===== config.mk =====
export PLATFORM = sky130hd
export DESIGN_NAME = packet_filter_top
export DESIGN_NICKNAME = d
export VERILOG_FILES = /design/src/design/pkt_filter_pkg.sv /design/src/design/showahead_fifo.sv /design/src/design/header_extract.sv /design/src/design/rule_matcher.sv /design/src/design/filter_control.sv /design/src/design/packet_filter_top.sv
export VERILOG_INCLUDE_DIRS = /design/src /design/src/design
export SDC_FILE = /design/constraint.sdc
export NUM_CORES = 1
export LEC_CHECK = 0
export BUFFER_PORTS_ARGS = -buffer_cell sky130_fd_sc_hd__buf_2
export CORE_ASPECT_RATIO = 0.5
export CORE_MARGIN = 1
export CORE_UTILIZATION = 44
export CTS_CLUSTER_SIZE = 16
export DETAILED_ROUTE_END_ITERATION = 6
export GPL_TIMING_DRIVEN = 0
export SYNTH_ARGS = -nofsm -noshare
export SYNTH_HDL_FRONTEND = slang
export SYNTH_SLANG_ARGS = --single-unit

===== constraint.sdc =====
create_clock -name clock -period 6.79 [get_ports clock]
set_clock_uncertainty 0.15 [all_clocks]
set_input_delay 1.0185 -clock clock [delete_from_list [all_inputs] [get_ports clock]]
set_output_delay 1.0185 -clock clock [all_outputs]
set_load 0.03 [all_outputs]

===== src/design/pkt_filter_config.svh =====
`ifndef PKT_FILTER_CONFIG_SVH
`define PKT_FILTER_CONFIG_SVH

// stream and queue sizing
`define PF_DATA_W 128
`define PF_TAG_W 12
`define PF_RESULT_W 14
`define PF_KEYQ_DEPTH 4
`define PF_KEYQ_ALMOST 2
`define PF_RESQ_DEPTH 8

// header fields inside the start beat, lsb offsets
`define PF_ETHERTYPE_IPV4 16'h0800
`define PF_OFF_ETHERTYPE 96
`define PF_OFF_PROTO 72
`define PF_OFF_DPORT 32

// rule table, proto of zero is a wildcard
`define PF_RULE_COUNT 4
`define PF_RULE_PROTO_0 8'd6
`define PF_RULE_DPORT_0 16'd80
`define PF_RULE_PROTO_1 8'd17
`define PF_RULE_DPORT_1 16'd53
`define PF_RULE_PROTO_2 8'd6
`define PF_RULE_DPORT_2 16'd443
`define PF_RULE_PROTO_3 8'd0
`define PF_RULE_DPORT_3 16'd8080

`endif


===== src/design/pkt_filter_pkg.sv =====
`default_nettype none

`include "pkt_filter_config.svh"

package pkt_filter_pkg;

	// one beat of the receive stream
	typedef struct packed {
		logic sop;
		logic eop;
		logic [`PF_TAG_W-1:0] tag;
		logic [`PF_DATA_W-1:0] data;
	} beat_t;

	// lookup key queued per packet
	typedef struct packed {
		logic is_ipv4;
		logic [7:0] proto;
		logic [15:0] dport;
		logic [`PF_TAG_W-1:0] tag;
	} key_t;

	// matcher output, tag follows the key
	typedef struct packed {
		logic hit;
		logic [`PF_TAG_W-1:0] tag;
	} match_t;

endpackage

`default_nettype wire


===== src/design/showahead_fifo.sv =====
`timescale 1ns/1ps
`default_nettype none

module showahead_fifo #(
	parameter int WIDTH = 8,
	parameter int DEPTH = 4,
	parameter int ALMOST = 2
) (
	input wire logic clock,
	input wire logic rst,
	input wire logic push,
	input wire logic [WIDTH-1:0] din,
	input wire logic pop,
	output logic [WIDTH-1:0] dout,
	output logic empty,
	output logic full,
	output logic almost_full
);

	localparam int PTR_W = (DEPTH > 1) ? $clog2(DEPTH) : 1;
	localparam int CNT_W = $clog2(DEPTH + 1);

	logic [WIDTH-1:0] mem [DEPTH];
	logic [PTR_W-1:0] wr_ptr;
	logic [PTR_W-1:0] rd_ptr;
	logic [CNT_W-1:0] count;

	always_ff @(posedge clock) begin
		if (push) begin
			mem[wr_ptr] <= din;
		end
	end

	// pointers wrap at DEPTH, which need not be a power of two
	always_ff @(posedge clock) begin
		if (rst) begin
			wr_ptr <= '0;
			rd_ptr <= '0;
			count <= '0;
		end else begin
			if (push) begin
				wr_ptr <= (wr_ptr == PTR_W'(DEPTH - 1)) ? '0 : wr_ptr + 1'b1;
			end
			if (pop) begin
				rd_ptr <= (rd_ptr == PTR_W'(DEPTH - 1)) ? '0 : rd_ptr + 1'b1;
			end
			count <= count + CNT_W'(push) - CNT_W'(pop);
		end
	end

	// head is read straight from the array
	assign dout = mem[rd_ptr];
	assign empty = (count == '0);
	assign full = (count == CNT_W'(DEPTH));
	assign almost_full = (count >= CNT_W'(ALMOST));

endmodule

`default_nettype wire


===== src/design/header_extract.sv =====
`timescale 1ns/1ps
`default_nettype none

`include "pkt_filter_config.svh"

module header_extract (
	input wire logic clock,
	input wire logic rst,
	input wire pkt_filter_pkg::beat_t beat,
	input wire logic beat_fire,
	output pkt_filter_pkg::key_t key,
	output logic key_valid
);

	logic is_ipv4_q;
	logic [7:0] proto_q;
	logic [15:0] dport_q;
	logic [`PF_TAG_W-1:0] tag_q;
	logic start_fire;
	logic end_fire;

	assign start_fire = beat_fire && beat.sop;
	assign end_fire = beat_fire && beat.eop;

	// header fields only come from the first beat
	always_ff @(posedge clock) begin
		if (start_fire) begin
			is_ipv4_q <= (beat.data[`PF_OFF_ETHERTYPE +: 16] == `PF_ETHERTYPE_IPV4);
			proto_q <= beat.data[`PF_OFF_PROTO +: 8];
			dport_q <= beat.data[`PF_OFF_DPORT +: 16];
		end
	end

	// tag rides on the last beat
	always_ff @(posedge clock) begin
		if (end_fire) begin
			tag_q <= beat.tag;
		end
	end

	// one pulse per packet, a cycle after the end beat
	always_ff @(posedge clock) begin
		if (rst) begin
			key_valid <= 1'b0;
		end else begin
			key_valid <= end_fire;
		end
	end

	always_comb begin
		key.is_ipv4 = is_ipv4_q;
		key.proto = proto_q;
		key.dport = dport_q;
		key.tag = tag_q;
	end

endmodule

`default_nettype wire


===== src/design/rule_matcher.sv =====
`timescale 1ns/1ps
`default_nettype none

`include "pkt_filter_config.svh"

module rule_matcher (
	input wire logic clock,
	input wire logic rst,
	input wire pkt_filter_pkg::key_t key,
	input wire logic key_take,
	input wire logic advance,
	output pkt_filter_pkg::match_t result,
	output logic result_valid
);

	localparam logic [7:0] RULE_PROTO [`PF_RULE_COUNT] = '{
		`PF_RULE_PROTO_0, `PF_RULE_PROTO_1, `PF_RULE_PROTO_2, `PF_RULE_PROTO_3
	};
	localparam logic [15:0] RULE_DPORT [`PF_RULE_COUNT] = '{
		`PF_RULE_DPORT_0, `PF_RULE_DPORT_1, `PF_RULE_DPORT_2, `PF_RULE_DPORT_3
	};

	logic [`PF_RULE_COUNT-1:0] rule_hit;
	logic [`PF_RULE_COUNT-1:0] s1_hit;
	logic s1_ipv4;
	logic [`PF_TAG_W-1:0] s1_tag;
	logic s1_valid;

	// compare against every rule in parallel
	always_comb begin
		for (int i = 0; i < `PF_RULE_COUNT; i++) begin
			rule_hit[i] = ((RULE_PROTO[i] == 8'd0) || (RULE_PROTO[i] == key.proto))
				&& (RULE_DPORT[i] == key.dport);
		end
	end

	// stage one, per-rule hits
	always_ff @(posedge clock) begin
		if (advance) begin
			s1_hit <= rule_hit;
			s1_ipv4 <= key.is_ipv4;
			s1_tag <= key.tag;
		end
	end

	// stage two, any rule on an ipv4 packet
	always_ff @(posedge clock) begin
		if (advance) begin
			result.hit <= s1_ipv4 && (|s1_hit);
			result.tag <= s1_tag;
		end
	end

	// valid bits hold with the data on a stall
	always_ff @(posedge clock) begin
		if (rst) begin
			s1_valid <= 1'b0;
			result_valid <= 1'b0;
		end else if (advance) begin
			s1_valid <= key_take;
			result_valid <= s1_valid;
		end
	end

endmodule

`default_nettype wire


===== src/design/filter_control.sv =====
`timescale 1ns/1ps
`default_nettype none

module filter_control (
	input wire logic clock,
	input wire logic rst,
	input wire logic key_valid,
	input wire logic keyq_empty,
	input wire logic keyq_almost,
	input wire logic resq_full,
	input wire pkt_filter_pkg::match_t result,
	input wire logic result_valid,
	input wire logic beat_valid,
	output logic beat_ready,
	output logic beat_fire,
	output logic keyq_push,
	output logic key_take,
	output logic advance,
	output logic resq_push
);

	logic stall;

	// registered ready, the two spare slots cover the lag
	always_ff @(posedge clock) begin
		if (rst) begin
			beat_ready <= 1'b0;
		end else begin
			beat_ready <= !keyq_almost;
		end
	end

	assign beat_fire = beat_valid && beat_ready;

	// key queue never overflows since ready drops at almost full
	assign keyq_push = key_valid;

	// only a hit that cannot be stored holds the matcher
	assign stall = result_valid && result.hit && resq_full;
	assign advance = !stall;

	assign key_take = !keyq_empty && advance;

	// misses fall out of the last stage here
	assign resq_push = result_valid && result.hit && !resq_full;

endmodule

`default_nettype wire


===== src/design/packet_filter_top.sv =====
`timescale 1ns/1ps
`default_nettype none

`include "pkt_filter_config.svh"

module packet_filter_top (
	input wire logic clock,
	input wire logic rst,
	input wire pkt_filter_pkg::beat_t beat,
	input wire logic beat_valid,
	output logic beat_ready,
	output logic [`PF_RESULT_W-1:0] data_out,
	output logic data_valid,
	input wire logic data_ack
);

	pkt_filter_pkg::key_t key;
	pkt_filter_pkg::key_t keyq_head;
	pkt_filter_pkg::match_t result;
	logic key_valid;
	logic beat_fire;
	logic keyq_push;
	logic keyq_empty;
	logic keyq_almost;
	logic key_take;
	logic advance;
	logic result_valid;
	logic resq_push;
	logic resq_pop;
	logic resq_full;
	logic resq_empty;
	logic [`PF_RESULT_W-1:0] result_word;

	// destination bits lead the tag
	assign result_word = {result.tag[`PF_TAG_W-1 -: 2], result.tag};
	assign data_valid = !resq_empty;
	assign resq_pop = data_ack && data_valid;

	header_extract u_extract (
		.clock(clock),
		.rst(rst),
		.beat(beat),
		.beat_fire(beat_fire),
		.key(key),
		.key_valid(key_valid)
	);

	showahead_fifo #(
		.WIDTH($bits(pkt_filter_pkg::key_t)),
		.DEPTH(`PF_KEYQ_DEPTH),
		.ALMOST(`PF_KEYQ_ALMOST)
	) key_q (
		.clock(clock),
		.rst(rst),
		.push(keyq_push),
		.din(key),
		.pop(key_take),
		.dout(keyq_head),
		.empty(keyq_empty),
		.full(),
		.almost_full(keyq_almost)
	);

	rule_matcher u_matcher (
		.clock(clock),
		.rst(rst),
		.key(keyq_head),
		.key_take(key_take),
		.advance(advance),
		.result(result),
		.result_valid(result_valid)
	);

	filter_control u_control (
		.clock(clock),
		.rst(rst),
		.key_valid(key_valid),
		.keyq_empty(keyq_empty),
		.keyq_almost(keyq_almost),
		.resq_full(resq_full),
		.result(result),
		.result_valid(result_valid),
		.beat_valid(beat_valid),
		.beat_ready(beat_ready),
		.beat_fire(beat_fire),
		.keyq_push(keyq_push),
		.key_take(key_take),
		.advance(advance),
		.resq_push(resq_push)
	);

	showahead_fifo #(
		.WIDTH(`PF_RESULT_W),
		.DEPTH(`PF_RESQ_DEPTH),
		.ALMOST(`PF_RESQ_DEPTH)
	) res_q (
		.clock(clock),
		.rst(rst),
		.push(resq_push),
		.din(result_word),
		.pop(resq_pop),
		.dout(data_out),
		.empty(resq_empty),
		.full(resq_full),
		.almost_full()
	);

endmodule

`default_nettype wire


==> impl_metrics.sql <==
INSERT INTO impl_metrics (metric_group, metric, value, unit) VALUES
('outcome', 'outcome', 'complete, no violations', ''),
('global_routing', 'grtUsageTotal', '15.1', '%'),
('flow_run', 'max_cap_violations', '0', ''),
('cts', 'post_cts_hold_buffer_count', '0', ''),
('synthesis', 'ys_dominant_reg_cell', 'sky130_fd_sc_hd__edfxtp_1', ''),
('cts', 'cts-root-to-sink-buffers', '3', ''),
('synthesis', 'most_area_hungry_cell_type_in_the_yosys_netlist', 'sky130_fd_sc_hd__edfxtp_1', ''),
('synthesis', 'syn-mean-instance-area', '21.6', 'µm²'),
('global_routing', 'globalRoute.busiestLayer', 'met2', ''),
('pwr', 'p_leak', '0.00475', 'µW'),
('finish', 'layout.core_utilization', '53.3', '%'),
('routing', 'detailroute.via_count', '5519', ''),
('pwr', 'clock_power_share', '34.0', '%'),
('pwr', 'seq_power_share', '51.7', '%'),
('sta', 'period_minus_slack', '3.96', 'ns'),
('synthesis', 'synth.cell_area', '0.0124', 'mm²'),
('worst_hold_path', 'worst_hold_path.num_cells', '0', ''),
('worst_setup_path', 'timing.critical_path.fanout_max', '10', ''),
('sta', 'hold_viol_final', '0', ''),
('global_routing', 'grt_max_degree', '31', ''),
('synthesis', 'synth_top_area_share', '75.5', '%'),
('routing', 'wl_per_cell', '19.1', 'µm'),
('global_routing', 'grt-ovfl-total', '0', ''),
('routing', 'route.antenna.remaining_nets', '0', ''),
('worst_hold_path', 'worstHoldPathType', 'reg2reg', ''),
('worst_setup_path', 'timing.reg2reg.worst_path_depth', '12', ''),
('synthesis', 'synth-seq-cells', '337', ''),
('sta', 'timing.final.max_slew_violations', '0', ''),
('routing', 'drc_errors', '0', ''),
('finish', 'antenna_cells_inserted', '0', ''),
('sta', 'rsz0062_at_grt', 'no', ''),
('placement', 'io_buffers', '73', ''),
('die', 'initial_util', '45.8', '%'),
('cts', 'cts-resized-gates', '0', ''),
('routing', 'detailedRoute.firstPassIterationCount', '4', ''),
('cts', 'deepest_level_of_the_cts_h_tree', '1', ''),
('die', 'row_count', '42', ''),
('sta', 'totalNegativeSetupSlack', '0', 'ns'),
('finish', 'drive_above_1_share', '29.7', '%'),
('placement', 'globalplace.congestion', '0.714', ''),
('die', 'area_of_the_die', '0.0288', 'mm²'),
('cts', 'cts_root_buffer', 'sky130_fd_sc_hd__clkbuf_16', ''),
('worst_setup_path', 'setup.worst_path.class', 'reg2out', ''),
('cts', 'cts.sink_count', '337', ''),
('die', 'die_width', '239', 'µm'),
('sta', 'achievable-frequency', '0.252', 'GHz'),
('global_routing', 'met3_usage', '2.97', '%'),
('sta', 'max_slew.worst_pin.slew', '1.31', 'ns'),
('synthesis', 'synthesis.yosys.warnings', '0', ''),
('global_routing', 'grt_pass1_vias', '5806', ''),
('die', 'floorplan.core_area', '0.0270', 'mm²'),
('finish', 'syn_to_final_growth', '16.5', '%'),
('pwr', 'p_comb_share', '14.3', '%'),
('placement', 'detailedPlacementHpwl', '13000', 'µm'),
('synthesis', 'post_synth_inst_count', '572', ''),
('global_routing', 'use_met1', '20.0', '%'),
('routing', 'route.detailed.vias_per_inst', '5.09', ''),
('cts', 'cts_made_buffers', '30', ''),
('sta', 'final-setup-viol-count', '0', ''),
('synthesis', 'ys_seq_area_share', '79.7', '%'),
('cts', 'post-cts-setup-buffer-count', '0', ''),
('worst_setup_path', 'crit_path_end_kind', 'output pin', ''),
('die', 'ioPinCount', '162', ''),
('sta', 'whs', '0.269', 'ns'),
('synthesis', 'synthArstFlopShare', '0', '%'),
('routing', 'detailed_route_wl', '20700', 'µm'),
('global_routing', 'global_route_wire_length_before_repair', '32600', 'µm'),
('die', 'die_height', '121', 'µm'),
('sta', 'min_period_over_period', '58.4', '%'),
('pwr', 'power_report.internal_total', '3880', 'µW'),
('global_routing', 'grt_use_met2', '25.5', '%');
==> cell usage after synthesis (3+ instances only) <==
library cell and count:
sky130_fd_sc_hd__nor2b_1 4, sky130_fd_sc_hd__nor4_1 9, sky130_fd_sc_hd__nand2_1 8, sky130_fd_sc_hd__mux4_2 43, sky130_fd_sc_hd__edfxtp_1 311, sky130_fd_sc_hd__nor3_1 7, sky130_fd_sc_hd__a21oi_1 10, sky130_fd_sc_hd__ha_1 17
sky130_fd_sc_hd__nand3_1 7, sky130_fd_sc_hd__and2_1 4, sky130_fd_sc_hd__clkbuf_1 9, sky130_fd_sc_hd__mux2_2 13, sky130_fd_sc_hd__inv_1 13, sky130_fd_sc_hd__mux2i_1 5, sky130_fd_sc_hd__dfxtp_1 26, sky130_fd_sc_hd__mux4_1 10
sky130_fd_sc_hd__buf_2 5, sky130_fd_sc_hd__xnor2_1 3, sky130_fd_sc_hd__nor2_1 26
==> state kept, by name (all words and copies together) (netlist names), 3 cells and up, named ones only <==
register           flops
key_q.count            3
key_q.mem            148
res_q.count            4
res_q.mem             96
res_q.rd_ptr           3
res_q.wr_ptr           3
u_extract.dport_q     16
u_extract.proto_q      8
u_extract.tag_q       12
u_matcher.result      13
u_matcher.s1_hit       4
u_matcher.s1_tag      12
==> critical path, stage by stage (launching register included) <==
cell and delay (ns):
sky130_fd_sc_hd__dfxtp_1 0.31, sky130_fd_sc_hd__clkbuf_1 0.33, sky130_fd_sc_hd__buf_2 0.45, sky130_fd_sc_hd__mux4_2 0.55
sky130_fd_sc_hd__mux2_2 0.30, sky130_fd_sc_hd__buf_4 0.13, sky130_fd_sc_hd__buf_2 0.16
==> worst paths after layout <==
path	slack, ns	endpoint	from
hold reg to reg	0.27	u_matcher.result[9]	u_matcher.s1_tag[9]
setup reg to reg	3.82	key_q.count[2]	res_q.count[2]
hold / removal	0.27	u_matcher.result[9]	u_matcher.s1_tag[9]
setup / recovery	2.83	data_out[12]	register
==> layout make-up <==
class                      count  area [µm²]
fill                        2117       12600
sequential                   337        9860
multi-input combinational    202        2380
clock buffer                  40         860
timing repair buffer          83         517
tap                          374         468
clock inverter                16         158
buffer                        20         113
inverter                      13        48.8
==> layer usage <==
metal | up-vias | part of all wire [%]
met3 | 37 | 3.8
met1 | 2814 | 45
met5 | - | 0
li1 | 2568 | -
met4 | 0 | 2.2
met2 | 100 | 49
==> through the flow <==
step                      std cells  power (µW)  instance area (µm²)  worst slack, ns
after floorplan                 572        3210                12400             3.64
after global placement         1019        3410                13200             2.60
after detailed placement       1029        3440                13400             3.33
after CTS                      1085        5170                14400             2.73
after global routing           1085        5300                14400             2.62
final                          1085        5110                14400             2.83
==> power by group through the flow <==
stage	clock, µW	sequential (µW)	combinational (µW)
5_1_grt	1840	2670	799
3_3_place_gp	0	2670	733
2_1_floorplan	0	2640	569
3_5_place_dp	0	2690	746
4_1_cts	1770	2640	749
6_report	1740	2640	730
==> logic make-up after synthesis <==
| kind of cell | after synthesis | synth area share (%) |
|---|---|---|
| AO/OA/AOI/OAI | 17 | 0.880 |
| XOR/XNOR | 4 | 0.283 |
| adder cells (fa/ha/maj) | 19 | 2.04 |
| buffers and inverters | 33 | 1.31 |
| flip-flops | 337 | 79.7 |
| multiplexers | 71 | 11.5 |
| AND/OR/NAND/NOR | 91 | 4.22 |
(Power assumes the default switching activity.)
